### config.mk
export PLATFORM = sky130hd
export DESIGN_NAME = evict_buffer
export DESIGN_NICKNAME = d
export VERILOG_FILES = /design/src/verilog/dcache_pkg.sv /design/src/verilog/evict_buffer.sv
export SDC_FILE = /design/constraint.sdc
export NUM_CORES = 1
export LEC_CHECK = 0
export ABC_AREA = 1
export BUFFER_PORTS_ARGS = -buffer_cell sky130_fd_sc_hd__buf_2
export CAP_MARGIN = 20
export CORE_MARGIN = 3
export CORE_UTILIZATION = 55
export CTS_CLUSTER_SIZE = 40
export DETAILED_ROUTE_END_ITERATION = 10
export HOLD_SLACK_MARGIN = 0.02
export PLACE_DENSITY = 0.76
export SKIP_LAST_GASP = 1
export SYNTH_ARGS = -nofsm -noshare
export SYNTH_HDL_FRONTEND = slang
export SYNTH_SLANG_ARGS = --single-unit
### constraint.sdc
create_clock -name clk -period 2.6 [get_ports clk]
set_clock_uncertainty 0.2 [all_clocks]
set_input_delay 0.39 -clock clk [delete_from_list [all_inputs] [get_ports clk]]
set_output_delay 0.39 -clock clk [all_outputs]
set_load 0.01 [all_outputs]
### src/verilog/dcache_pkg.sv
package dcache_pkg;

    // request side types
    typedef logic [31:0] addr_t;
    typedef logic [31:0] word_t;
    typedef logic [3:0]  strobe_t;

    // one way select bit for a 2-way cache
    typedef logic way_t;

    // one lru bit per set only covers two ways
    localparam int WAYS = 2;
    localparam int BYTES_PER_WORD = 4;
    localparam int BYTE_BITS = $clog2(BYTES_PER_WORD);
    localparam int ADDR_BITS = $bits(addr_t);

    // miss sequencing of the controller
    typedef enum logic [2:0] {
        IDLE,
        EVICT_READ,
        WRITEBACK,
        FETCH,
        REPLAY
    } ctrl_state_t;

endpackage

### src/verilog/evict_buffer.sv
module evict_buffer
    import dcache_pkg::*;
#(
    parameter int WORDS_PER_LINE = 8
) (
    input  logic                              clk,
    input  logic                              load,
    input  logic [$clog2(WORDS_PER_LINE)-1:0] load_offset,
    input  word_t                             load_data,
    input  logic [$clog2(WORDS_PER_LINE)-1:0] beat,
    output word_t                             beat_data
);

    // one victim line filled word by word
    word_t line_q [WORDS_PER_LINE];

    always_ff @(posedge clk) begin
        if (load) begin
            line_q[load_offset] <= load_data;
        end
    end

    // the last word lands in the first writeback cycle and goes out much later
    assign beat_data = line_q[beat];

endmodule

==> results.json <==
{
  "seq_area_frac_synth": 0.6844,
  "die_height_um": 148.9,
  "synth-simple-area-share": 0.2007,
  "yosysTopAreaCell": "edfxtp_1",
  "biggestRegsByFlops": "line_q x256",
  "cts_max_level": 1,
  "tritoncts": "yes",
  "cts_setup_buffers": 0,
  "worst_slew_pin_slew_ns": 0.4980,
  "cts_num_sinks": 256,
  "cp_num_cells": 9,
  "synth_adder_area_share": 0,
  "slowest_delay_ns": 0.36,
  "maxSlewViolCount": 0,
  "grt_pass1_wl_um": 36810,
  "post-dp-hpwl_um": 13120,
  "finalSetupViolCount": 0,
  "routed_wl_um": 23220,
  "max_freq_ghz": 0.4664,
  "grt_max_degree": 101,
  "netlist-cell-type-count": 11,
  "async_reset_ff_frac": 0,
  "syn_area_per_cell_um2": 9.993,
  "period_share": 0.8246,
  "worstHoldPathCells": 3,
  "finalCriticalPeriod_ns": 2.144,
  "p_per_area_mw_per_mm2": 698.2,
  "cp.arrival_ns": 1.55,
  "die_area_mm2": 0.02217,
  "finalNonFillerCells": 1516,
  "diodes": 0,
  "hold_class": "primary input to register",
  "multiInputGateArea_mm2": 0.002315,
  "startpoint_type": "primary input",
  "drv_cap": 0,
  "path_buf_inv": 4,
  "cpMaxStageDelayCell": "buf_12",
  "syn_nets": 1164,
  "area_delta_synth_final_pct": 17.27,
  "dr.pass1.iters": 5,
  "grt_overflow": 0,
  "drtAntennaViolNets": 0,
  "yosys-mux-area-fraction": 0,
  "n_fill_cell": 1395,
  "synth_area_mm2": 0.01123,
  "relSlewSlack": 0.6672,
  "final.setup.tns_ns": 0,
  "io_buffers": 71,
  "ys_ff_latch": 256,
  "antenna_found_initial": 0,
  "syn_inst": 1124,
  "end_kind": "output pin",
  "total_power_w": 0.009196,
  "synth-edff-count": 256,
  "path_common_cell": "nand2_1",
  "rsz0062_at_grt": "no",
  "cts_buffers": 25,
  "placedCellCount": 1440,
  "grt_pass1_vias": 7376,
  "grt_usage": 0.2112,
  "crit_type": "primary input to output pin",
  "vdd_drop_max_mv": 0.6482,
  "nets": 1274,
  "crit_chain": "buf_4 -> clkinv_2 -> buf_12 -> nand2_1 -> nand3_1 -> nand2_1 -> nand2_1 -> nand2_1 -> buf_2",
  "drc": 0,
  "clk_pin_slew_worst_paths_ns": 0.06,
  "crit_family": "buffers and inverters",
  "drive_above_1_share": 0.1151,
  "gp_congestion": 0.7627,
  "yosys-top-cells-count": "nand2_1 (422), inv_1 (260), edfxtp_1 (256), nand3_1 (128), buf_2 (20)",
  "clock-root-buffer": "clkbuf_16",
  "crit_fanout": 100,
  "synth_compound_area_frac": 0,
  "required_ns": 2.01,
  "io_pins": 72,
  "die_w_um": 148.9,
  "ys_warn_count": 0,
  "netlist_top_cells_area": "edfxtp_1 (68%), nand2_1 (14%), inv_1 (8.7%)",
  "row_count": 51,
  "synth_xor_xnor_area_share": 0,
  "status": "finished clean",
  "first_iter_violations": 511,
  "wire_per_inst_um": 15.31,
  "synth.most_common_cell": "nand2_1",
  "coreArea_mm2": 0.01978,
  "synth_top_area_frac": 0.6844,
  "seqCellArea_mm2": 0.007687,
  "vias": 7465,
  "finalHoldViolCount": 0,
  "via_per_inst": 4.924,
  "largest_reg_flops": 256,
  "regMostFlops": "line_q",
  "cts.path.max_buffers": 3,
  "leakage_nw": 6.122,
  "initial_core_util": 0.5678,
  "synth_top_family_by_area": "simple AND/OR/NAND/NOR gates",
  "synth_flop_cell": "edfxtp_1"
}
==> through the flow <==
step	utilization	worst slack [ns]	area, µm²	hold slack [ns]
3_5_place_dp	0.6059	0.4541	11990	0.4580
5_1_grt	0.6658	0.3667	13170	0.3025
4_1_cts	0.6658	0.4598	13170	0.2661
3_3_place_gp	0.6059	0.5148	11990	0.4551
6_report	0.6658	0.4559	13170	0.2814
2_1_floorplan	-	0.09268	11230	0.2889
==> tightest hold or removal path: cells and delay by family <==
| kind | cells | cell delay (ns) |
|---|---|---|
| AND/OR/NAND/NOR | 2 | 0.29 |
| buffers and inverters | 1 | 0.11 |
==> timing repair <==
item	in CTS	in global routing
endpoints found under the hold margin	256	0
hold buffers	32	0
resized for setup	0	0
==> cell usage in the layout (no fill, tap or decap), drive strengths merged <==
cell type,Yosys,final
buf,41,99
bufinv,0,6
clkbuf,7,31
clkinv,0,6
clkinvlp,0,2
dlygate4sd3,0,32
edfxtp,256,256
inv,262,261
nand2,422,422
nand3,128,128
nor2,8,8
==> path summary, 6_finish.rpt <==
path / from / end / slack [ns]
max: beat[0] / beat_data[7] / 0.46
min: load_offset[1] / line_q[3][8] / 0.28
==> power by group <==
group          total [W]  internal (W)  switching [W]
clock            0.00378       0.00236        0.00142
combinational   0.000707      0.000245       0.000463
sequential       0.00471       0.00468      0.0000289
==> cell type report <==
type / count / area share
clock buffer: 31 / 0.04921
inverter: 262 / 0.07476
tap: 265 / 0.02517
timing repair buffer: 131 / 0.07505
sequential: 256 / 0.5836
multi-input combinational: 558 / 0.1757
clock inverter: 13 / 0.01643
==> logic make-up (layout without fill, tap and decap cells) <==
logic type    after synthesis  in the layout
simple gates              558            558
buf+inv                   310            437
flops                     256            256
==> per-layer routing <==
layer | track usage | vias up | routed length [µm]
li1 | - | 3698 | -
met1 | 0.2798 | 3475 | 9678
met2 | 0.3625 | 241 | 11470
met3 | 0.03008 | 51 | 1462
met4 | 0.07140 | 0 | 605
met5 | 0 | - | 0
(Power assumes the default switching activity.)
