[src/verilog/dcache_pkg.sv]
package dcache_pkg;

    // request side types
    typedef logic [31:0] addr_t;
    typedef logic [31:0] word_t;
    typedef logic [3:0]  strobe_t;

    // one way select bit for a 2-way cache
    typedef logic way_t;

    // one lru bit per set only covers two ways
    localparam int WAYS = 2;
    localparam int BYTES_PER_WORD = 4;
    localparam int BYTE_BITS = $clog2(BYTES_PER_WORD);
    localparam int ADDR_BITS = $bits(addr_t);

    // miss sequencing of the controller
    typedef enum logic [2:0] {
        IDLE,
        EVICT_READ,
        WRITEBACK,
        FETCH,
        REPLAY
    } ctrl_state_t;

endpackage

[src/verilog/tag_port_if.sv]
interface tag_port_if
    import dcache_pkg::*;
#(
    parameter int NUM_SETS = 16,
    parameter int WORDS_PER_LINE = 8
) ();

    localparam int IDX_W = $clog2(NUM_SETS);
    localparam int TAG_W = ADDR_BITS - IDX_W - $clog2(WORDS_PER_LINE) - BYTE_BITS;

    logic [IDX_W-1:0] lookup_index;
    logic [TAG_W-1:0] lookup_tag;
    logic             touch;
    way_t             touch_way;
    logic             mark_dirty;
    logic             fill;
    logic             fill_dirty;

    // combinational lookup results
    logic             hit;
    way_t             hit_way;
    way_t             victim_way;
    logic             victim_dirty;
    logic [TAG_W-1:0] victim_tag;

    modport ctrl (
        output lookup_index, lookup_tag, touch, touch_way, mark_dirty, fill, fill_dirty,
        input  hit, hit_way, victim_way, victim_dirty, victim_tag
    );

    modport store (
        input  lookup_index, lookup_tag, touch, touch_way, mark_dirty, fill, fill_dirty,
        output hit, hit_way, victim_way, victim_dirty, victim_tag
    );

endinterface

[src/verilog/tag_store.sv]
module tag_store
    import dcache_pkg::*;
#(
    parameter int NUM_SETS = 16,
    parameter int WORDS_PER_LINE = 8
) (
    input  logic     clk,
    input  logic     resetn,
    tag_port_if.store tags
);

    localparam int IDX_W = $clog2(NUM_SETS);
    localparam int TAG_W = ADDR_BITS - IDX_W - $clog2(WORDS_PER_LINE) - BYTE_BITS;

    logic [NUM_SETS-1:0][WAYS-1:0] valid_q;
    logic [NUM_SETS-1:0][WAYS-1:0] dirty_q;
    logic [NUM_SETS-1:0]           lru_q;
    logic [TAG_W-1:0]              tag_q [NUM_SETS][WAYS];

    logic [WAYS-1:0] way_hit;
    way_t            victim;

    // compare against both ways of the set
    always_comb begin
        for (int w = 0; w < WAYS; w++) begin
            way_hit[w] = valid_q[tags.lookup_index][w]
                       && (tag_q[tags.lookup_index][w] == tags.lookup_tag);
        end
    end

    assign victim            = lru_q[tags.lookup_index];
    assign tags.hit          = |way_hit;
    assign tags.hit_way      = way_hit[1];
    assign tags.victim_way   = victim;
    assign tags.victim_dirty = valid_q[tags.lookup_index][victim]
                             && dirty_q[tags.lookup_index][victim];
    assign tags.victim_tag   = tag_q[tags.lookup_index][victim];

    always_ff @(posedge clk) begin
        if (resetn) begin
            valid_q <= '0;
            dirty_q <= '0;
            lru_q   <= '0;
        end else begin
            // lru points away from the last used way
            if (tags.touch) begin
                lru_q[tags.lookup_index] <= ~tags.touch_way;
            end
            if (tags.mark_dirty) begin
                dirty_q[tags.lookup_index][tags.touch_way] <= 1'b1;
            end
            if (tags.fill) begin
                valid_q[tags.lookup_index][victim] <= 1'b1;
                dirty_q[tags.lookup_index][victim] <= tags.fill_dirty;
                lru_q[tags.lookup_index]           <= ~victim;
            end
        end
    end

    always_ff @(posedge clk) begin
        if (tags.fill) begin
            tag_q[tags.lookup_index][victim] <= tags.lookup_tag;
        end
    end

    // refill and store-hit dirty marking come from different controller states
    a_fill_excl_dirty: assert property (
        @(posedge clk) disable iff (resetn)
        !(tags.fill && tags.mark_dirty)
    );

endmodule

[src/flat_wrapper.sv]
// flat-port wrapper written by rule: the top's interface ports become plain ports
module tag_store_flat import dcache_pkg::*;
#(
    parameter int NUM_SETS = 16,
    parameter int WORDS_PER_LINE = 8
)
  (clk, resetn, tags_lookup_index, tags_lookup_tag, tags_touch, tags_touch_way, tags_mark_dirty, tags_fill, tags_fill_dirty, tags_hit, tags_hit_way, tags_victim_way, tags_victim_dirty, tags_victim_tag);
  tag_port_if #(.NUM_SETS(NUM_SETS), .WORDS_PER_LINE(WORDS_PER_LINE)) tags_i ();
  input  logic clk;
  input  logic resetn;
  input wire logic [$bits(tags_i.lookup_index)-1:0] tags_lookup_index;
  input wire logic [$bits(tags_i.lookup_tag)-1:0] tags_lookup_tag;
  input wire logic [$bits(tags_i.touch)-1:0] tags_touch;
  input wire logic [$bits(tags_i.touch_way)-1:0] tags_touch_way;
  input wire logic [$bits(tags_i.mark_dirty)-1:0] tags_mark_dirty;
  input wire logic [$bits(tags_i.fill)-1:0] tags_fill;
  input wire logic [$bits(tags_i.fill_dirty)-1:0] tags_fill_dirty;
  output wire logic [$bits(tags_i.hit)-1:0] tags_hit;
  output wire logic [$bits(tags_i.hit_way)-1:0] tags_hit_way;
  output wire logic [$bits(tags_i.victim_way)-1:0] tags_victim_way;
  output wire logic [$bits(tags_i.victim_dirty)-1:0] tags_victim_dirty;
  output wire logic [$bits(tags_i.victim_tag)-1:0] tags_victim_tag;
  assign tags_i.lookup_index = tags_lookup_index;
  assign tags_i.lookup_tag = tags_lookup_tag;
  assign tags_i.touch = tags_touch;
  assign tags_i.touch_way = tags_touch_way;
  assign tags_i.mark_dirty = tags_mark_dirty;
  assign tags_i.fill = tags_fill;
  assign tags_i.fill_dirty = tags_fill_dirty;
  assign tags_hit = tags_i.hit;
  assign tags_hit_way = tags_i.hit_way;
  assign tags_victim_way = tags_i.victim_way;
  assign tags_victim_dirty = tags_i.victim_dirty;
  assign tags_victim_tag = tags_i.victim_tag;
  tag_store #(.NUM_SETS(NUM_SETS), .WORDS_PER_LINE(WORDS_PER_LINE)) u_core (.clk(clk), .resetn(resetn), .tags(tags_i));
endmodule
[config.mk]
export PLATFORM = sky130hd
export DESIGN_NAME = tag_store_flat
export DESIGN_NICKNAME = d
export VERILOG_FILES = /design/src/verilog/dcache_pkg.sv /design/src/verilog/tag_port_if.sv /design/src/verilog/tag_store.sv /design/src/flat_wrapper.sv
export SDC_FILE = /design/constraint.sdc
export NUM_CORES = 1
export LEC_CHECK = 0
export BUFFER_PORTS_ARGS = -buffer_cell sky130_fd_sc_hd__buf_2
export CAP_MARGIN = 30
export CORE_UTILIZATION = 45
export DETAILED_ROUTE_END_ITERATION = 16
export HOLD_SLACK_MARGIN = 0.15
export REMOVE_ABC_BUFFERS = 1
export SYNTH_ARGS = -nofsm -noshare
export SYNTH_HDL_FRONTEND = slang
export SYNTH_SLANG_ARGS = --single-unit
[constraint.sdc]
create_clock -name clk -period 4.43 [get_ports clk]
set_input_delay 0.443 -clock clk [delete_from_list [all_inputs] [get_ports clk]]
set_output_delay 0.443 -clock clk [all_outputs]
set_load 0.1 [all_outputs]
==> flow_metrics.tcl, run 1 <==
set metrics [dict create \
    swShare_pct 23.2 \
    hpwl_mm 57.9 \
    max_stage_delay_ps 540 \
    ios 61 \
    hold_class "in -> reg" \
    comb_power_share_pct 9.3 \
    critPathMaxFanout 46 \
    synth_edf_count 736 \
    row_count 99 \
    overflow 0 \
    clock_sinks 816 \
    max_freq_ghz 0.226 \
    grt.total_usage_pct 25.0 \
    holdWs_ps 189 \
    crit_top_cell "buf_4" \
    power.switching_mw 3.97 \
    h-tree-depth 3 \
    wl_mm 93.2 \
    fin_cells 3145 \
    grt_pass1_wl_mm 134 \
    cts_root_buffer "clkbuf_16" \
    antenna_found_initial 2 \
    critPathKind "in -> out" \
    stdcell_area_um2 39700 \
    synth_seq_cells 816 \
    initial_utilization_pct 45.8 \
    status "complete, no violations" \
    cts.clk_slew.worst_paths_ps 60 \
    place_inst 2984 \
    clock_latency_ps 640 \
    post-route-period-util_pct 99.8 \
    avgSynthCellArea_um2 17.7 \
    clockPowerShare_pct 41.2 \
    ant_nets 0 \
    setup_violations 0 \
    worst_clock_skew_ps 32.1 \
    worst_pin_slew_ps 941 \
    crit_family "buffers and inverters" \
    synthTopCellsByArea "edfxtp_1, mux4_2, dfxtp_1" \
    layout-drive-gt1-share_pct 28.5 \
    powerDensity_nw_per_um2 431 \
    routabilityCongestion 0.848 \
    post_cts_buffers 0 \
    critPathBufInv 6 \
    cts_tree "yes" \
    cts-buffers-inserted 85 \
    nets 2149 \
    dieArea_um2 75800 \
    netlist_area_um2 33600 \
    slew_headroom_pct 36.7 \
    drt-initial-drc-count 2167 \
    required_ps 3990 \
    p_int_mw 13.1 \
    port_buffers 60 \
    route.vias.total 19100 \
    yosysTopAreaCellShare_pct 65.7 \
    p_leak_nw 13.2 \
    final-hold-violation-count 0 \
    grt_pass1_vias 19400 \
    synth_ff_type "edfxtp_1" \
    power_mw 17.1 \
    endpoint_kind "output port" \
    tns_ps 0 \
    grt_max_degree 47 \
    cts_max_path_buffers 3 \
    timing.max_cap.violations 0 \
    p_seq_share_pct 49.5 \
    routedWlPerCell_um 29.6 \
    ir_drop_uv 267 \
    drt-pass1-iter-count 7 \
    fp.dieW_um 275 \
    layout_commonest_cell "edfxtp_1" \
    yosys.area.top_type "edfxtp_1" \
    worstSetupStartpointType "primary input" \
    arrival_ps 3980 \
    rsz0062_at_grt "no" \
    syn_to_final_growth_pct 17.9 \
    report.final.slew_viol_count 0 \
    netlist_instances 1905 \
    worstPathCellList "buf_6, buf_4, buf_4, mux4_2, mux4_2, buf_12, nand3_1, o21ai_0, a21oi_1, buf_4, buf_12" \
    core_um2 73500 \
    crit_slowest_cell "mux4_2" \
    synth_cell_types 55 \
    viasPerCell 6.08 \
    dpl_cell_area_um2 36800 \
    seq_area_frac_synth_pct 70.5 \
    drc_errors 0 \
    ys_async_sr_fraction_pct 0 \
    min_period_ps 4420 \
    fp.dieH_um 275 \
    final_cell_mix "edfxtp_1, mux4_2, nor2_1, buf_4, mux2i_1" \
    synth_warnings 0 \
]
## repair_timing
item | 4_1_cts | 5_1_grt
gates resized for setup | 4 | 11
endpoints found under the setup margin | 3 | 1
pin swaps | 0 | 2
endpoints found under the hold margin | 2 | 0
hold buffers | 2 | 0
## power groups by stage
| stage | combinational [mW] | sequential [mW] | clock [mW] |
|---|---|---|---|
| 3_3_place_gp | 1.55 | 8.62 | 0 |
| 4_1_cts | 1.58 | 8.46 | 7.13 |
| 5_1_grt | 1.66 | 8.46 | 7.43 |
| 2_1_floorplan | 0.734 | 8.62 | 0 |
| 6_report | 1.58 | 8.46 | 7.05 |
| 3_5_place_dp | 1.57 | 8.62 | 0 |
## metrics by stage
| step | setup slack [ps] | utilization [%] |
|---|---|---|
| floorplan | -920 | - |
| finish | 8.80 | 54.0 |
| global route | 13.6 | 54.0 |
| global placement | -261 | 50.1 |
| CTS | 15.0 | 53.9 |
| detailed placement | -209 | 50.1 |
## cells by family after synthesis
family          share of synthesized area (%)
xor+xnor                                 1.33
buf+inv                                  2.22
flops                                    70.5
compound gates                           4.27
simple gates                             4.32
mux                                      17.4
## layer usage
metal	up-vias	track usage [%]	wire length, µm
li1	8059	-	-
met1	10100	34.8	38600
met2	867	39.5	44200
met3	141	4.73	7540
met4	0	8.85	2750
met5	-	0	0
## final cells by class
class | instances | area [µm²]
multi-input cells | 950 | 9470
repair buffers | 238 | 2460
well taps | 959 | 1200
diodes | 2 | 5.00
clock buffers | 99 | 2240
fillers | 5735 | 33800
flip-flops and latches | 816 | 23700
inverters | 24 | 90.1
clock inverters | 57 | 498
## sequential cells by signal, summed over array words and instances, names as in the netlist
register and flops:
u_core.lru_q 16, u_core.dirty_q 32, u_core.tag_q 736, u_core.valid_q 32
## synth_stat cells, types with 10 or more instances
| library cell | number |
|---|---|
| mux2_2 | 25 |
| buf_4 | 13 |
| a221oi_1 | 23 |
| mux4_2 | 191 |
| buf_2 | 36 |
| nor2_1 | 203 |
| edfxtp_1 | 736 |
| xor2_1 | 18 |
| a211oi_1 | 41 |
| xnor2_1 | 33 |
| mux2i_1 | 118 |
| nor4_1 | 22 |
| buf_1 | 16 |
| nand3_1 | 11 |
| inv_1 | 22 |
| o21ai_1 | 10 |
| clkbuf_1 | 34 |
| nand2_1 | 72 |
| o22ai_1 | 13 |
| buf_6 | 13 |
| a21oi_1 | 69 |
| dfxtp_1 | 80 |
| o21ai_0 | 10 |
## worst paths after layout
| check | startpoint | endpoint | slack, ps | cells after the start |
|---|---|---|---|---|
| hold reg to reg | u_core.valid_q[1] | u_core.valid_q[1] | 470 | 2 |
| setup reg to reg | u_core.lru_q[10] | u_core.tag_q[1][33] | 1580 | 6 |
| setup / recovery | tags_lookup_index[1] | tags_victim_tag[18] | 9 | 11 |
| hold / removal | tags_lookup_tag[12] | u_core.tag_q[11][35] | 190 | 1 |
Power figures use the tool's default switching activity.
==> run 2: changes to the inputs <==
--- a/config.mk
+++ b/config.mk
@@ -6,11 +6,12 @@
 export NUM_CORES = 1
 export LEC_CHECK = 0
 export BUFFER_PORTS_ARGS = -buffer_cell sky130_fd_sc_hd__buf_2
-export CAP_MARGIN = 30
 export CORE_UTILIZATION = 45
 export DETAILED_ROUTE_END_ITERATION = 16
 export HOLD_SLACK_MARGIN = 0.15
+export MAX_ROUTING_LAYER = met4
 export REMOVE_ABC_BUFFERS = 1
+export SKIP_CTS_REPAIR_TIMING = 1
 export SYNTH_ARGS = -nofsm -noshare
 export SYNTH_HDL_FRONTEND = slang
 export SYNTH_SLANG_ARGS = --single-unit
==> run 2 against run 1 <==
Against the previous run:
- worst hold slack worse by 17 ps
- clock skew is 6.2 ps lower
- register-to-register slack hardly changed
- setup slack better by 41 ps
- routed wire length is 0.17% lower
- first-iteration DRC count hardly changed
- cell count is 0.22% lower
- critical path type is now reg -> out
- clock power is 1% lower
- combinational power hardly changed
- die area stayed put
==> flow_metrics.tcl, run 2 (same netlist as run 1, synthesis figures left out) <==
set metrics [dict create \
    status "complete, no violations" \
    worst_clock_skew_ps 25.9 \
    layout-drive-gt1-share_pct 27.9 \
    critPathLaunch "u_core.tag_q[15][18]" \
    post-route-util_pct 53.8 \
    h-tree-depth 3 \
    report.final.slew_viol_count 0 \
    port_buffers 60 \
    cts_root_buffer "clkbuf_16" \
    nets 2145 \
    final-hold-violation-count 0 \
    grt_max_degree 47 \
    overflow 0 \
    rrSetupSlack_ps 1580 \
    initial_utilization_pct 45.8 \
    p_seq_share_pct 49.8 \
    routabilityCongestion 0.861 \
    swShare_pct 23.1 \
    regToRegEndpoint "u_core.tag_q[1][26]" \
    required_ps 3990 \
    cts-buffers-inserted 83 \
    dpl_cell_area_um2 36800 \
    min_period_ps 4380 \
    power.switching_mw 3.92 \
    arrival_ps 3940 \
    stdcell_area_um2 39500 \
    fin_ws_ps 49.5 \
    row_count 99 \
    final_cell_mix "edfxtp_1, mux4_2, nor2_1, buf_4, mux2i_1" \
    critPathKind "reg -> out" \
    routedWlPerCell_um 29.6 \
    cts_tree "yes" \
    ir_drop_uv 253 \
    rr_startpoint "u_core.lru_q[10]" \
    reg.largest.list "u_core.tag_q: 736 flops, u_core.dirty_q: 32 flops, u_core.valid_q: 32 flops" \
    layout_commonest_cell "edfxtp_1" \
    ant_nets 0 \
    fp.dieW_um 275 \
    dieArea_um2 75800 \
    syn_to_final_growth_pct 17.6 \
    drt-pass1-iter-count 7 \
    route.vias.total 19100 \
    ios 61 \
    slew_headroom_pct 22.2 \
    cts_max_path_buffers 3 \
    clockPowerShare_pct 40.9 \
    viasPerCell 6.09 \
    regMostFlops "u_core.tag_q" \
    worstSetupStartpointType "flip-flop" \
    max_freq_ghz 0.228 \
    setup_violations 0 \
    largest_register_ffs 736 \
    grt_pass1_vias 19200 \
    wl_mm 93.0 \
    hpwl_mm 57.8 \
    grt_pass1_wl_mm 135 \
    critPathMaxFanout 2 \
    p_leak_nw 13.1 \
    comb_power_share_pct 9.3 \
    clock_latency_ps 640 \
    grt.total_usage_pct 25.8 \
    nFillCells 5745 \
    p_int_mw 13.1 \
    antenna_found_initial 3 \
    powerDensity_nw_per_um2 430 \
    endpoint_kind "output port" \
    drt-initial-drc-count 2165 \
    worst_pin_slew_ps 1160 \
    place_inst 2983 \
    hold_class "in -> reg" \
    core_um2 73500 \
    post-route-period-util_pct 98.9 \
    power_mw 17.0 \
    hp-start "tags_lookup_tag[10]" \
    crit_path_end "tags_hit" \
    r2r_cells 6 \
    pre_cts_slack_ps -244 \
    timing.max_cap.violations 0 \
    fp.dieH_um 275 \
    clock_sinks 816 \
    drc_errors 0 \
    fin_cells 3138 \
    holdPathStages 1 \
    cts.clk_slew.worst_paths_ps 60 \
]
-- run 2: through the flow --
stage	TNS (ps)	hold slack, ps
floorplan	-1000	435
global placement	-375	444
detailed placement	-263	457
CTS	-277	125
global route	-23.7	174
finish	0	172
-- run 2: worst min-delay path by stage --
stage | slack [ps] | to
floorplan | 430 | u_core.valid_q[12]
global placement | 440 | u_core.valid_q[13]
detailed placement | 460 | u_core.valid_q[28]
CTS | 120 | u_core.tag_q[10][13]
global route | 170 | u_core.tag_q[4][10]
finish | 170 | u_core.tag_q[14][10]
-- run 2: layout make-up --
| type | count | area [µm²] | area share [%] |
|---|---|---|---|
| Sequential cell | 816 | 23700 | 59.9 |
| Multi-Input combinational cell | 950 | 9470 | 23.9 |
| Timing Repair Buffer | 236 | 2410 | 6.09 |
| Clock buffer | 105 | 2200 | 5.57 |
| Tap cell | 959 | 1200 | 3.03 |
| Clock inverter | 46 | 469 | 1.19 |
| Inverter | 24 | 90.1 | 0.228 |
| Antenna cell | 2 | 5.00 | 0.0127 |
-- run 2: critical path, stage by stage (launching register included) --
cell and delay [ps]:
edfxtp_1 360, mux4_2 510, mux4_2 490, xor2_1 170
a2111o_1 320, a2111o_1 440, nor4b_4 380, buf_4 180
a41o_1 230, buf_12 210
-- run 2: power by group through the flow --
stage	clock, mW	sequential, mW	combinational (mW)
floorplan	0	8.62	0.734
global placement	0	8.62	1.55
detailed placement	0	8.62	1.57
CTS	7.03	8.46	1.57
global route	7.36	8.46	1.66
finish	6.95	8.46	1.58
-- run 2: per-layer routing --
layer	wire [µm]	part of all wire, %	vias up	GRT usage (%)
met5	0	0	-	-
met1	39700	43	10100	35.9
met4	2200	2.4	0	7.28
met2	44000	47	846	39.5
met3	7070	7.6	115	3.96
li1	-	-	8049	-
