File: src/verilog/dcache_pkg.sv
package dcache_pkg;

    // request side types
    typedef logic [31:0] addr_t;
    typedef logic [31:0] word_t;
    typedef logic [3:0]  strobe_t;

    // one way select bit for a 2-way cache
    typedef logic way_t;

    // one lru bit per set only covers two ways
    localparam int WAYS = 2;
    localparam int BYTES_PER_WORD = 4;
    localparam int BYTE_BITS = $clog2(BYTES_PER_WORD);
    localparam int ADDR_BITS = $bits(addr_t);

    // miss sequencing of the controller
    typedef enum logic [2:0] {
        IDLE,
        EVICT_READ,
        WRITEBACK,
        FETCH,
        REPLAY
    } ctrl_state_t;

endpackage

File: src/verilog/data_port_if.sv
interface data_port_if
    import dcache_pkg::*;
#(
    parameter int NUM_SETS = 16,
    parameter int WORDS_PER_LINE = 8
) ();

    // word address is way, index, offset
    localparam int ADDR_W = $clog2(WAYS) + $clog2(NUM_SETS) + $clog2(WORDS_PER_LINE);

    logic              en;
    logic [ADDR_W-1:0] addr;
    strobe_t           strobe;
    word_t             wdata;
    word_t             rdata;

    modport ctrl (
        output en, addr, strobe, wdata,
        input  rdata
    );

    modport store (
        input  en, addr, strobe, wdata,
        output rdata
    );

endinterface

File: src/verilog/tag_port_if.sv
interface tag_port_if
    import dcache_pkg::*;
#(
    parameter int NUM_SETS = 16,
    parameter int WORDS_PER_LINE = 8
) ();

    localparam int IDX_W = $clog2(NUM_SETS);
    localparam int TAG_W = ADDR_BITS - IDX_W - $clog2(WORDS_PER_LINE) - BYTE_BITS;

    logic [IDX_W-1:0] lookup_index;
    logic [TAG_W-1:0] lookup_tag;
    logic             touch;
    way_t             touch_way;
    logic             mark_dirty;
    logic             fill;
    logic             fill_dirty;

    // combinational lookup results
    logic             hit;
    way_t             hit_way;
    way_t             victim_way;
    logic             victim_dirty;
    logic [TAG_W-1:0] victim_tag;

    modport ctrl (
        output lookup_index, lookup_tag, touch, touch_way, mark_dirty, fill, fill_dirty,
        input  hit, hit_way, victim_way, victim_dirty, victim_tag
    );

    modport store (
        input  lookup_index, lookup_tag, touch, touch_way, mark_dirty, fill, fill_dirty,
        output hit, hit_way, victim_way, victim_dirty, victim_tag
    );

endinterface

File: src/verilog/dcache_ctrl.sv
module dcache_ctrl
    import dcache_pkg::*;
#(
    parameter int NUM_SETS = 16,
    parameter int WORDS_PER_LINE = 8
) (
    input  logic    clk,
    input  logic    resetn,

    input  logic    req_valid,
    input  addr_t   req_addr,
    input  strobe_t req_strobe,
    input  word_t   req_wdata,
    output logic    addr_ok,
    output logic    data_ok,
    output word_t   rdata,

    output logic    mem_valid,
    output logic    mem_is_write,
    output addr_t   mem_addr,
    output word_t   mem_wdata,
    input  logic    mem_ready,
    input  word_t   mem_rdata,
    input  logic    mem_last,

    data_port_if.ctrl data,
    tag_port_if.ctrl  tags,

    output logic                              evict_load,
    output logic [$clog2(WORDS_PER_LINE)-1:0] evict_offset,
    output word_t                             evict_wdata,
    output logic [$clog2(WORDS_PER_LINE)-1:0] evict_beat,
    input  word_t                             evict_rdata
);

    localparam int IDX_W = $clog2(NUM_SETS);
    localparam int OFF_W = $clog2(WORDS_PER_LINE);
    localparam int TAG_W = ADDR_BITS - IDX_W - OFF_W - BYTE_BITS;
    localparam logic [OFF_W-1:0] LAST_BEAT = OFF_W'(WORDS_PER_LINE - 1);

    ctrl_state_t      state;
    logic [OFF_W-1:0] beat;

    logic             stage_valid;
    addr_t            stage_addr;
    strobe_t          stage_strobe;
    word_t            stage_wdata;

    way_t             vic_way;
    logic [TAG_W-1:0] vic_tag;

    logic [IDX_W-1:0] stage_idx;
    logic [OFF_W-1:0] stage_off;
    logic [TAG_W-1:0] stage_tag;
    logic             miss;
    logic             access;
    logic             fill_beat;

    assign stage_off = stage_addr[BYTE_BITS +: OFF_W];
    assign stage_idx = stage_addr[BYTE_BITS + OFF_W +: IDX_W];
    assign stage_tag = stage_addr[ADDR_BITS-1 -: TAG_W];

    assign miss      = (state == IDLE) && stage_valid && !tags.hit;
    assign access    = ((state == IDLE) && stage_valid && tags.hit) || (state == REPLAY);
    assign fill_beat = (state == FETCH) && mem_ready;
    assign addr_ok   = ((state == IDLE) && !miss) || (state == REPLAY);

    // request stage
    always_ff @(posedge clk) begin
        if (resetn) begin
            stage_valid <= 1'b0;
        end else if (addr_ok) begin
            stage_valid <= req_valid;
        end
    end

    always_ff @(posedge clk) begin
        if (addr_ok && req_valid) begin
            stage_addr   <= req_addr;
            stage_strobe <= req_strobe;
            stage_wdata  <= req_wdata;
        end
        if (miss) begin
            vic_way <= tags.victim_way;
            vic_tag <= tags.victim_tag;
        end
    end

    always_ff @(posedge clk) begin
        if (resetn) begin
            state <= IDLE;
            beat  <= '0;
        end else begin
            case (state)
                IDLE: begin
                    if (miss) begin
                        state <= tags.victim_dirty ? EVICT_READ : FETCH;
                        beat  <= '0;
                    end
                end
                EVICT_READ: begin
                    beat <= beat + 1'b1;
                    if (beat == LAST_BEAT) begin
                        state <= WRITEBACK;
                        beat  <= '0;
                    end
                end
                // fetch burst follows the writeback with no idle cycle
                WRITEBACK: begin
                    if (mem_ready) begin
                        beat <= beat + 1'b1;
                        if (mem_last) begin
                            state <= FETCH;
                            beat  <= '0;
                        end
                    end
                end
                FETCH: begin
                    if (mem_ready) begin
                        beat <= beat + 1'b1;
                        if (mem_last) begin
                            state <= REPLAY;
                            beat  <= '0;
                        end
                    end
                end
                default: begin
                    state <= IDLE;
                end
            endcase
        end
    end

    always_ff @(posedge clk) begin
        if (resetn) begin
            data_ok    <= 1'b0;
            evict_load <= 1'b0;
        end else begin
            data_ok    <= access;
            evict_load <= (state == EVICT_READ);
        end
    end

    always_ff @(posedge clk) begin
        evict_offset <= beat;
    end

    // data store is shared by hits, eviction reads and refill writes
    assign data.en     = access || (state == EVICT_READ) || fill_beat;
    assign data.addr   = access ? {tags.hit_way, stage_idx, stage_off} : {vic_way, stage_idx, beat};
    assign data.strobe = access ? stage_strobe : (fill_beat ? '1 : '0);
    assign data.wdata  = (state == FETCH) ? mem_rdata : stage_wdata;
    assign rdata       = data.rdata;

    assign tags.lookup_index = stage_idx;
    assign tags.lookup_tag   = stage_tag;
    assign tags.touch        = access;
    assign tags.touch_way    = tags.hit_way;
    assign tags.mark_dirty   = access && (|stage_strobe);
    assign tags.fill         = fill_beat && mem_last;
    assign tags.fill_dirty   = |stage_strobe;

    assign evict_wdata = data.rdata;
    assign evict_beat  = beat;

    assign mem_valid    = (state == WRITEBACK) || (state == FETCH);
    assign mem_is_write = (state == WRITEBACK);
    assign mem_addr     = {(state == WRITEBACK) ? vic_tag : stage_tag, stage_idx,
                           {(OFF_W + BYTE_BITS){1'b0}}};
    assign mem_wdata    = evict_rdata;

    a_no_ok_in_burst: assert property (
        @(posedge clk) disable iff (resetn)
        !(data_ok && mem_valid)
    );

    a_burst_held: assert property (
        @(posedge clk) disable iff (resetn)
        mem_valid && !(mem_ready && mem_last) |=> mem_valid
    );

endmodule

File: src/flat_wrapper.sv
// flat-port wrapper written by rule: the top's interface ports become plain ports
module dcache_ctrl_flat import dcache_pkg::*;
#(
    parameter int NUM_SETS = 16,
    parameter int WORDS_PER_LINE = 8
)
  (clk, resetn, req_valid, req_addr, req_strobe, req_wdata, addr_ok, data_ok, rdata, mem_valid, mem_is_write, mem_addr, mem_wdata, mem_ready, mem_rdata, mem_last, evict_load, evict_offset, evict_wdata, evict_beat, evict_rdata, data_en, data_addr, data_strobe, data_wdata, data_rdata, tags_lookup_index, tags_lookup_tag, tags_touch, tags_touch_way, tags_mark_dirty, tags_fill, tags_fill_dirty, tags_hit, tags_hit_way, tags_victim_way, tags_victim_dirty, tags_victim_tag);
  data_port_if #(.NUM_SETS(NUM_SETS), .WORDS_PER_LINE(WORDS_PER_LINE)) data_i ();
  tag_port_if #(.NUM_SETS(NUM_SETS), .WORDS_PER_LINE(WORDS_PER_LINE)) tags_i ();
  input  logic clk;
  input  logic resetn;
  input  logic req_valid;
  input  addr_t req_addr;
  input  strobe_t req_strobe;
  input  word_t req_wdata;
  output logic addr_ok;
  output logic data_ok;
  output word_t rdata;
  output logic mem_valid;
  output logic mem_is_write;
  output addr_t mem_addr;
  output word_t mem_wdata;
  input  logic mem_ready;
  input  word_t mem_rdata;
  input  logic mem_last;
  output logic evict_load;
  output logic [$clog2(WORDS_PER_LINE)-1:0] evict_offset;
  output word_t evict_wdata;
  output logic [$clog2(WORDS_PER_LINE)-1:0] evict_beat;
  input  word_t evict_rdata;
  output wire logic [$bits(data_i.en)-1:0] data_en;
  output wire logic [$bits(data_i.addr)-1:0] data_addr;
  output wire logic [$bits(data_i.strobe)-1:0] data_strobe;
  output wire logic [$bits(data_i.wdata)-1:0] data_wdata;
  input wire logic [$bits(data_i.rdata)-1:0] data_rdata;
  output wire logic [$bits(tags_i.lookup_index)-1:0] tags_lookup_index;
  output wire logic [$bits(tags_i.lookup_tag)-1:0] tags_lookup_tag;
  output wire logic [$bits(tags_i.touch)-1:0] tags_touch;
  output wire logic [$bits(tags_i.touch_way)-1:0] tags_touch_way;
  output wire logic [$bits(tags_i.mark_dirty)-1:0] tags_mark_dirty;
  output wire logic [$bits(tags_i.fill)-1:0] tags_fill;
  output wire logic [$bits(tags_i.fill_dirty)-1:0] tags_fill_dirty;
  input wire logic [$bits(tags_i.hit)-1:0] tags_hit;
  input wire logic [$bits(tags_i.hit_way)-1:0] tags_hit_way;
  input wire logic [$bits(tags_i.victim_way)-1:0] tags_victim_way;
  input wire logic [$bits(tags_i.victim_dirty)-1:0] tags_victim_dirty;
  input wire logic [$bits(tags_i.victim_tag)-1:0] tags_victim_tag;
  assign data_en = data_i.en;
  assign data_addr = data_i.addr;
  assign data_strobe = data_i.strobe;
  assign data_wdata = data_i.wdata;
  assign data_i.rdata = data_rdata;
  assign tags_lookup_index = tags_i.lookup_index;
  assign tags_lookup_tag = tags_i.lookup_tag;
  assign tags_touch = tags_i.touch;
  assign tags_touch_way = tags_i.touch_way;
  assign tags_mark_dirty = tags_i.mark_dirty;
  assign tags_fill = tags_i.fill;
  assign tags_fill_dirty = tags_i.fill_dirty;
  assign tags_i.hit = tags_hit;
  assign tags_i.hit_way = tags_hit_way;
  assign tags_i.victim_way = tags_victim_way;
  assign tags_i.victim_dirty = tags_victim_dirty;
  assign tags_i.victim_tag = tags_victim_tag;
  dcache_ctrl #(.NUM_SETS(NUM_SETS), .WORDS_PER_LINE(WORDS_PER_LINE)) u_core (.clk(clk), .resetn(resetn), .req_valid(req_valid), .req_addr(req_addr), .req_strobe(req_strobe), .req_wdata(req_wdata), .addr_ok(addr_ok), .data_ok(data_ok), .rdata(rdata), .mem_valid(mem_valid), .mem_is_write(mem_is_write), .mem_addr(mem_addr), .mem_wdata(mem_wdata), .mem_ready(mem_ready), .mem_rdata(mem_rdata), .mem_last(mem_last), .data(data_i), .tags(tags_i), .evict_load(evict_load), .evict_offset(evict_offset), .evict_wdata(evict_wdata), .evict_beat(evict_beat), .evict_rdata(evict_rdata));
endmodule
File: config.mk
export PLATFORM = sky130hd
export DESIGN_NAME = dcache_ctrl_flat
export DESIGN_NICKNAME = d
export VERILOG_FILES = /design/src/verilog/dcache_pkg.sv /design/src/verilog/data_port_if.sv /design/src/verilog/tag_port_if.sv /design/src/verilog/dcache_ctrl.sv /design/src/flat_wrapper.sv
export SDC_FILE = /design/constraint.sdc
export NUM_CORES = 1
export LEC_CHECK = 0
export BUFFER_PORTS_ARGS = -buffer_cell sky130_fd_sc_hd__buf_2
export CORE_AREA = 2 2 162 164
export DETAILED_ROUTE_END_ITERATION = 16
export DIE_AREA = 0 0 164 166
export PLACE_DENSITY = 0.55
export SYNTH_ARGS = -nofsm -noshare
export SYNTH_HDL_FRONTEND = slang
export SYNTH_SLANG_ARGS = --single-unit
File: constraint.sdc
create_clock -name clk -period 9.3 [get_ports clk]
set_clock_uncertainty 0.15 [all_clocks]
set_input_delay 2.325 -clock clk [delete_from_list [all_inputs] [get_ports clk]]
set_output_delay 2.325 -clock clk [all_outputs]
set_load 0.02 [all_outputs]
==> results of run 1 <==
Yosys cell counts (2+ instances only):
cell / n
sky130_fd_sc_hd__a21oi_1: 5
sky130_fd_sc_hd__and2_1: 2
sky130_fd_sc_hd__buf_2: 4
sky130_fd_sc_hd__buf_4: 138
sky130_fd_sc_hd__buf_6: 3
sky130_fd_sc_hd__clkbuf_1: 4
sky130_fd_sc_hd__dfxtp_1: 12
sky130_fd_sc_hd__edfxtp_1: 90
sky130_fd_sc_hd__ha_1: 2
sky130_fd_sc_hd__inv_1: 2
sky130_fd_sc_hd__mux2_2: 22
sky130_fd_sc_hd__mux2i_1: 3
sky130_fd_sc_hd__nand2_1: 119
sky130_fd_sc_hd__nand2b_1: 4
sky130_fd_sc_hd__nor2_1: 6
sky130_fd_sc_hd__nor2b_1: 2
sky130_fd_sc_hd__nor3_1: 4
sky130_fd_sc_hd__o21ai_0: 2
placed cells by master (no fill, tap or decap), drive strengths merged:
master / instances
a211oi: 1
a21boi: 1
a21oi: 5
a2bb2oi: 1
a31oi: 1
a32oi: 1
and2: 2
and2b: 1
and3: 1
buf: 247
clkbuf: 9
clkinv: 3
clkinvlp: 2
conb: 5
dfxtp: 12
diode: 1
edfxtp: 90
ha: 2
inv: 5
mux2: 23
mux2i: 3
nand2: 119
nand2b: 4
nand3: 1
nand3b: 1
nor2: 6
nor2b: 3
nor3: 4
nor4: 1
o21a: 1
o21ai: 2
or2b: 1
or3b: 1
or4: 1
cells by family (layout without fill, tap and decap cells):
kind of cell,count (synthesis),count (layout),synth area share [%]
simple gates,146,146,11.96
other cells,1,6,0.07377
fa+ha+maj,2,2,0.4922
flops,102,102,57.89
mux,26,26,5.686
compound gates,13,13,1.846
buf+inv,152,266,22.05
metrics by stage:
step / total power (W) / area (um^2) / hold WS [ns]
detailed placement: 0.001292 / 5665 / 0.2570
global route: 0.001731 / 5948 / 0.2759
floorplan: 0.001169 / 5099 / 0.3213
CTS: 0.001669 / 5946 / 0.2675
finish: 0.001635 / 5948 / 0.2672
global placement: 0.001289 / 5665 / 0.2530
state kept, by name, summed over array words and instances, names as in the netlist, 3 cells and up:
register,flops
u_core.vic_tag,23
u_core.evict_offset,3
u_core.stage_strobe,4
u_core.stage_wdata,32
u_core.evict_beat,3
u_core.stage_addr,30
u_core.state,3
power by group through the flow:
stage	sequential (W)	clock, W	combinational [W]
floorplan	0.000658	0	0.000511
global placement	0.000666	0	0.000623
detailed placement	0.000669	0	0.000623
CTS	0.000659	0.000385	0.000625
global route	0.000668	0.000401	0.000662
finish	0.000655	0.000369	0.000611
routing by layer:
layer | share of wire, % | track usage [%]
met1 | 31 | 10.80
met2 | 55 | 21.90
met3 | 12 | 4.895
met4 | 2.6 | 4.462
met5 | 0 | 0
critical path, delay by kind of cell:
kind | cells | cell delay (ns)
compound gates | 1 | 0.06
buf+inv | 3 | 0.35
simple gates | 3 | 0.44
cell type report:
type | count | area (um^2) | share of cell area (%)
tap | 335 | 419.2 | 7.047
antenna | 1 | 2.502 | 0.04207
multi-input combinational | 192 | 1044 | 17.54
clock inverter | 7 | 55.05 | 0.9255
inverter | 3 | 16.27 | 0.2735
timing repair buffer | 247 | 1244 | 20.91
clock buffer | 9 | 225.2 | 3.786
sequential | 102 | 2943 | 49.47
worst max path at each step:
stage / slack, ns / start / end
2_1_floorplan: 3.82 / tags_hit / u_core.vic_tag[0]
3_3_place_gp: 3.65 / tags_hit / data_strobe[0]
3_5_place_dp: 3.65 / tags_hit / data_strobe[0]
4_1_cts: 3.65 / tags_hit / data_strobe[0]
5_1_grt: 3.60 / tags_hit / data_strobe[2]
6_report: 3.65 / tags_hit / data_strobe[0]
==> summary by stage, run 1 <==
Setup path
The slack of the worst reg-to-reg path is between 6 and 7 ns. At the worst endpoint, the required time is just under 7 ns. The category of the worst setup path launch point is an input port. The reg-to-reg startpoint is u_core.state[1]. In this design, the stage delay of the slowest critical-path cell is slightly above 0.3 ns. The maximum fanout along the worst path is 10. The classification of the worst setup path is input port to output port. The library cell contributing the largest single delay on the critical path is sky130_fd_sc_hd__or2b_4.

STA puts the critical path data arrival time at 3.18 ns. STA classifies the critical path endpoint as an output port. The signal on the critical path passes through buf_2 -> a21oi_1 -> or2b_4 -> clkinv_4 -> nand2_1 -> nand2_1 -> buf_2.

In this run the critical register-to-register path is captured at u_core.stage_wdata[1]. For the worst flop-to-flop path, the logic depth is 3.

Clocking
The number of buffers added for setup after CTS is 0. The total of cells resized after clock tree synthesis is 0. The root buffer cell chosen for the clock tree is sky130_fd_sc_hd__clkbuf_16. The number of sinks handled by clock tree synthesis is 102.

Clock-pin slew was measured on the worst setup and hold paths at about 0.07 ns. TritonCTS built the clock tree. The number of hold buffers added after CTS was 0. The clock passes through at most 2 buffers.

The number of buffers added by the clock tree synthesis step is 9. Clock latency on the worst-skew pair, taken at its later pin, is around 0.34 ns. In this run the number of H-tree levels came out at 3.

STA
Setup repair after global routing left no endpoint under its margin. Adding up every negative setup slack in the final design gives 0 ns. The final-report setup violation count is 0. Dividing the final minimum period by the clock period gives approximately three fifths. The minimum clock period after layout is around 5.7 ns. Setup slack closes at roughly 3.6 ns.

The total count of max-transition violations in the final report came to 0. Static timing analysis puts the maximum clock frequency at approximately 0.18 GHz. The final hold violation count is 0. At the pin with the least slew margin, the transition time is between 1 and 1.5 ns. The headroom to the max-slew limit is 28.50%.

Pwr
The power density over the cells is ~270 nW/um^2. The worst-case vdd ir drop is 0.1523 mV. In this run the static leakage power is around 2.7 nW.

The internal power summed over all cells is between 0.001 and 0.0015 W. The fraction of power spent switching nets is about two fifths. The net load switching power is about 0.00063 W. In this run, the clock network consumes a little under a quarter of the power. The share of power burned in combinational logic is a little under two fifths. The share of total power dissipated in sequential elements is 40.1%.

Flow run
Across the run, the number of max-cap violations was 0.

Finish
The number of fill cells is 2769. The final-stage net count is between 700 and 800. The post-route netlist has between 50% and 60% of its cells at a drive strength greater than 1.

The share of the core filled with cells is 23.22%. The synthesis-to-layout area growth is 17.01%. The count of placed standard cells in the final layout, fillers left out is 896.

Global route
The overall routing resource usage is 11.57%. The sum of overflow across all layers after global routing is 0. The wire length of the first global-routing pass is between 20000 and 25000 um. Entering global routing, the biggest net connects 67 pins.

The via count of the first global-routing pass was 3295. The number of antenna violations at the first check in global routing came to 2.

Drt
The detailed-route wire length per cell is 18.11 um. The count of routing violations after the opening detailed-route iteration is roughly 130. The routed design has 16230 um of wire. The routed layout has roughly 3.3k vias.

The count of nets left with antenna violations once routing finished came out at 0. Dividing the detail-routed via count by the number of cells gives between 3 and 4. The first-pass detailed-route iteration total is 5. The post-detailed-route DRC marker count is 0.

Logic synthesis
The cell area after synthesis is roughly 5100 um^2. Summed over all instances, the cell type with the most area after synthesis is sky130_fd_sc_hd__edfxtp_1. The mean instance size in the synthesized netlist is about 12 um^2. The flip-flop cell with the highest count after synthesis is sky130_fd_sc_hd__edfxtp_1. Summed over its instances, the top area cell type makes up between 50% and 60% of the synthesized netlist area. Sequential cells were found to cover between 50% and 60% of the synthesized design area. The number of different library cells used by synthesis comes to 36. After synthesis the netlist holds a flip-flop and latch count of a little over 100. Synthesis produced a netlist whose cell count is 442. In the post-synthesis netlist, the biggest area contributors are sky130_fd_sc_hd__edfxtp_1 53%, sky130_fd_sc_hd__buf_4 20%, sky130_fd_sc_hd__nand2_1 8.8%. The count of flip-flops with a built-in enable after synthesis is 90. Counting flops with an async set or reset pin after synthesis yields a share of 0%. The number of warnings printed during yosys synthesis is 0.

Floorplan
The starting utilization of the core area is between 10% and 20%. The placement row count is between 50 and 60. The total die area is between 20000 and 30000 um^2. The I/O pin count is 412. From left edge to right edge, the die measures between 150 and 200 um. The vertical die dimension is between 150 and 200 um. The core box area is 25620 um^2.

Place
The number of placed instances with taps included is a little under 900. The count of buffers inserted at the top-level ports is between 200 and 250. Prior to clock tree synthesis, the placed netlist has a worst setup slack of about 3.7 ns. The half-perimeter wire length after placement is about 13000 um. Routability-driven placement finished with a final weighted congestion of between 0.7 and 0.8.

Min path
The depth of the worst hold-timing path is 0. The endpoint of the worst hold-timing path is u_core.evict_offset[2]. The tightest min-delay check is of the flop to flop type.

In this run the most critical hold path is launched from u_core.evict_beat[2].

Status
The run finished with clean final reports.
No activity file was read; power rests on OpenSTA's default activity.
==> run 2: changes to the inputs <==
Settings changed: PLACE_DENSITY 0.55 to 0.56.
Clock period 9.3 ns to 4.9 ns, I/O delays scaled along.
==> run 2 against run 1 <==
Power up 92%. Die area unchanged. Wire length down 1.3%. Worst hold slack worse by 0.0033 ns. Flip-flop and latch count unchanged. Clock power up 95%. Sequential share of layout area down 0.20 points. Largest cell class unchanged.
==> summary by stage, run 2 (synthesized netlist as in run 1, its figures left out) <==
Status
The flow ran to the end, and the final reports show no timing, DRC or antenna violations.

Setup path
The maximum fanout along the worst path is 33 (+23). The category of the worst setup path launch point is a flop. The classification of the worst setup path is flop to output port. The endpoint class of the critical path is an output port. The data arrival time of the critical path is 2.41 ns (-0.77 ns).

The endpoint required time on the critical path was 3.52 ns (-3.31 ns).

Global route
The wire length of the first global-routing pass is 22020 um (-1.5%). The number of antenna violations at the first check in global routing is 2 (unchanged). The overall routing resource usage is 11.39% (-0.18 points). The sum of overflow across all layers after global routing was 0 (unchanged).

The pin count of the biggest net entering global routing is 67 (unchanged). The via count of the first global-routing pass is 3283 (-0.36%).

Pwr
The worst-case vdd ir drop is 0.3602 mV (+140%). The power density over the cells is 524.6 nW/um^2 (+91%). The standby leakage power came to 2.663 nW (+0.31%).

Clocking
The total of cells resized after clock tree synthesis is 0 (unchanged). The CTS clock-pin slew for the worst setup and hold paths came to 0.07 ns (about the same). The number of buffers added by the clock tree synthesis step came to 9 (unchanged). TritonCTS built the clock tree. The hold buffer count at cts is 0 (unchanged).

The clock latency reported for the late side of the worst-skew pair is 0.35 ns (about the same). The number of sinks handled by clock tree synthesis is 102 (unchanged). The depth of the CTS H-tree is 3 (unchanged). The cell sitting at the root of the clock tree is a sky130_fd_sc_hd__clkbuf_16. The maximum clock insertion buffer count came to 2 (unchanged). The number of buffers added for setup after CTS is 0 (unchanged).

Finish
The number of fill cells is 2757 (-0.43%). The area of the multi-input gates came to 1044 um^2 (unchanged). The area occupied by registers is 2943 um^2 (unchanged). The final-stage net count is 753 (unchanged). The leading cell type in the layout, fill and taps excluded is sky130_fd_sc_hd__buf_2. In the final layout, the registers with the most flip-flops are u_core.stage_wdata x32, u_core.stage_addr x30, u_core.vic_tag x23. The synthesis-to-layout area growth is 17.47%. Counting flops per register, the top entry is u_core.stage_wdata. The share of the core filled with cells is 23.31% (+0.093 points).

The fraction of layout cells with a size suffix above 1 is 51.96% (unchanged). In the layout the commonest cells are 244 x sky130_fd_sc_hd__buf_2, 119 x sky130_fd_sc_hd__nand2_1, 90 x sky130_fd_sc_hd__edfxtp_1. The number of flip-flops under the largest register name came to 32 (unchanged).

Drt
The via count is 3290 (-1.7%). The overall routed net length is 16020 um (-1.3%). The per-cell via count in the routed design is 3.672 (-1.7%). The number of nets still failing antenna checks after routing came to 0 (unchanged). The post-detailed-route DRC marker count is 0 (unchanged).

The detailed-route wire length per cell was 17.88 um (-1.3%). The first-pass detailed-route iteration total is 4 (-1). The count of routing violations after the opening detailed-route iteration came to 118 (-6.3%).

Min path
The worst hold path class is flop to flop.

Floorplan
The total die area is 27220 um^2 (unchanged). The I/O pin count is 412 (unchanged). The starting utilization of the core area came to 19.85% (unchanged). The width of the chip came to 164 um (unchanged). The core box area is 25620 um^2 (unchanged). The placement row count was 59 (unchanged).

The vertical die dimension was 166 um (unchanged).

Place
The half-perimeter wire length after placement is 12830 um (-2.7%). The global placement routability congestion is 0.7674 (+0.24%). The count of buffers inserted at the top-level ports is 244 (unchanged).

STA
The sum of negative setup slack is 0 ns (unchanged). The final-report setup violation count was 0 (unchanged). The headroom to the max-slew limit was 27.93% (-0.56 points). After layout, the minimum clock period comes to around 3.8 ns.

The final hold violation count is 0 (unchanged). Based on the critical path, the design can be clocked at up to about 0.26 GHz. The actual slew at the worst max-slew pin came to 1.080 ns (+0.007269 ns).

The final critical path takes up roughly 77% of the cycle. Setup repair after global routing left no endpoint under its margin. The total count of max-transition violations in the final report is 0 (unchanged).

Flow run
The number of violations of the max-capacitance limit was 0 (unchanged).
[run 2: metrics by stage]
| step | power [W] | area [um^2] | hold slack (ns) | setup WS, ns | cells |
|---|---|---|---|---|---|
| after floorplan | 0.002219 | 5099 | 0.3213 | 0.5183 | 446 |
| after global placement | 0.002461 | 5678 | 0.2539 | 1.427 | 879 |
| after detailed placement | 0.002460 | 5678 | 0.2593 | 1.429 | 879 |
| after CTS | 0.003197 | 5969 | 0.2707 | 1.024 | 895 |
| after global routing | 0.003318 | 5972 | 0.2827 | 0.7736 | 896 |
| final | 0.003133 | 5972 | 0.2639 | 1.118 | 896 |
[run 2: path summary, 6_finish.rpt]
path,from,endpoint,slack [ns],depth (start not counted)
max reg2reg,u_core.state[1],u_core.stage_wdata[10],2.46,3
max,u_core.state[1],data_strobe[3],1.12,5
min reg2reg,u_core.evict_beat[1],u_core.evict_offset[1],0.26,0
min,u_core.evict_beat[1],u_core.evict_offset[1],0.26,0
[run 2: worst max-delay path, stage by stage, from the launching register on]
cell and delay (ns):
sky130_fd_sc_hd__dfxtp_1 0.54, sky130_fd_sc_hd__nand3b_1 0.15, sky130_fd_sc_hd__inv_1 0.80, sky130_fd_sc_hd__nand2_1 0.28
sky130_fd_sc_hd__nand2_1 0.12, sky130_fd_sc_hd__buf_2 0.17
[run 2: metal layers]
layer,routed length (um),up-vias,GRT usage (%)
met5,0,-,0
met1,4832,1491,10.39
met2,9015,215,22.20
li1,-,1554,-
met4,372,0,4.157
met3,1796,30,4.496
[run 2: area by class of cell]
type,count,share of cell area [%]
inverter,3,0.2724
timing repair buffer,247,21.03
antenna,1,0.04190
tap,335,7.019
sequential,102,49.28
clock inverter,7,1.110
clock buffer,9,3.771
multi-input combinational,192,17.47
[run 2: power breakdown]
part           switching, W  internal (W)  leakage [nW]  total, W
clock              0.000362      0.000359         0.138  0.000721
combinational      0.000770      0.000400          1.58   0.00117
sequential        0.0000779       0.00116         0.942   0.00124
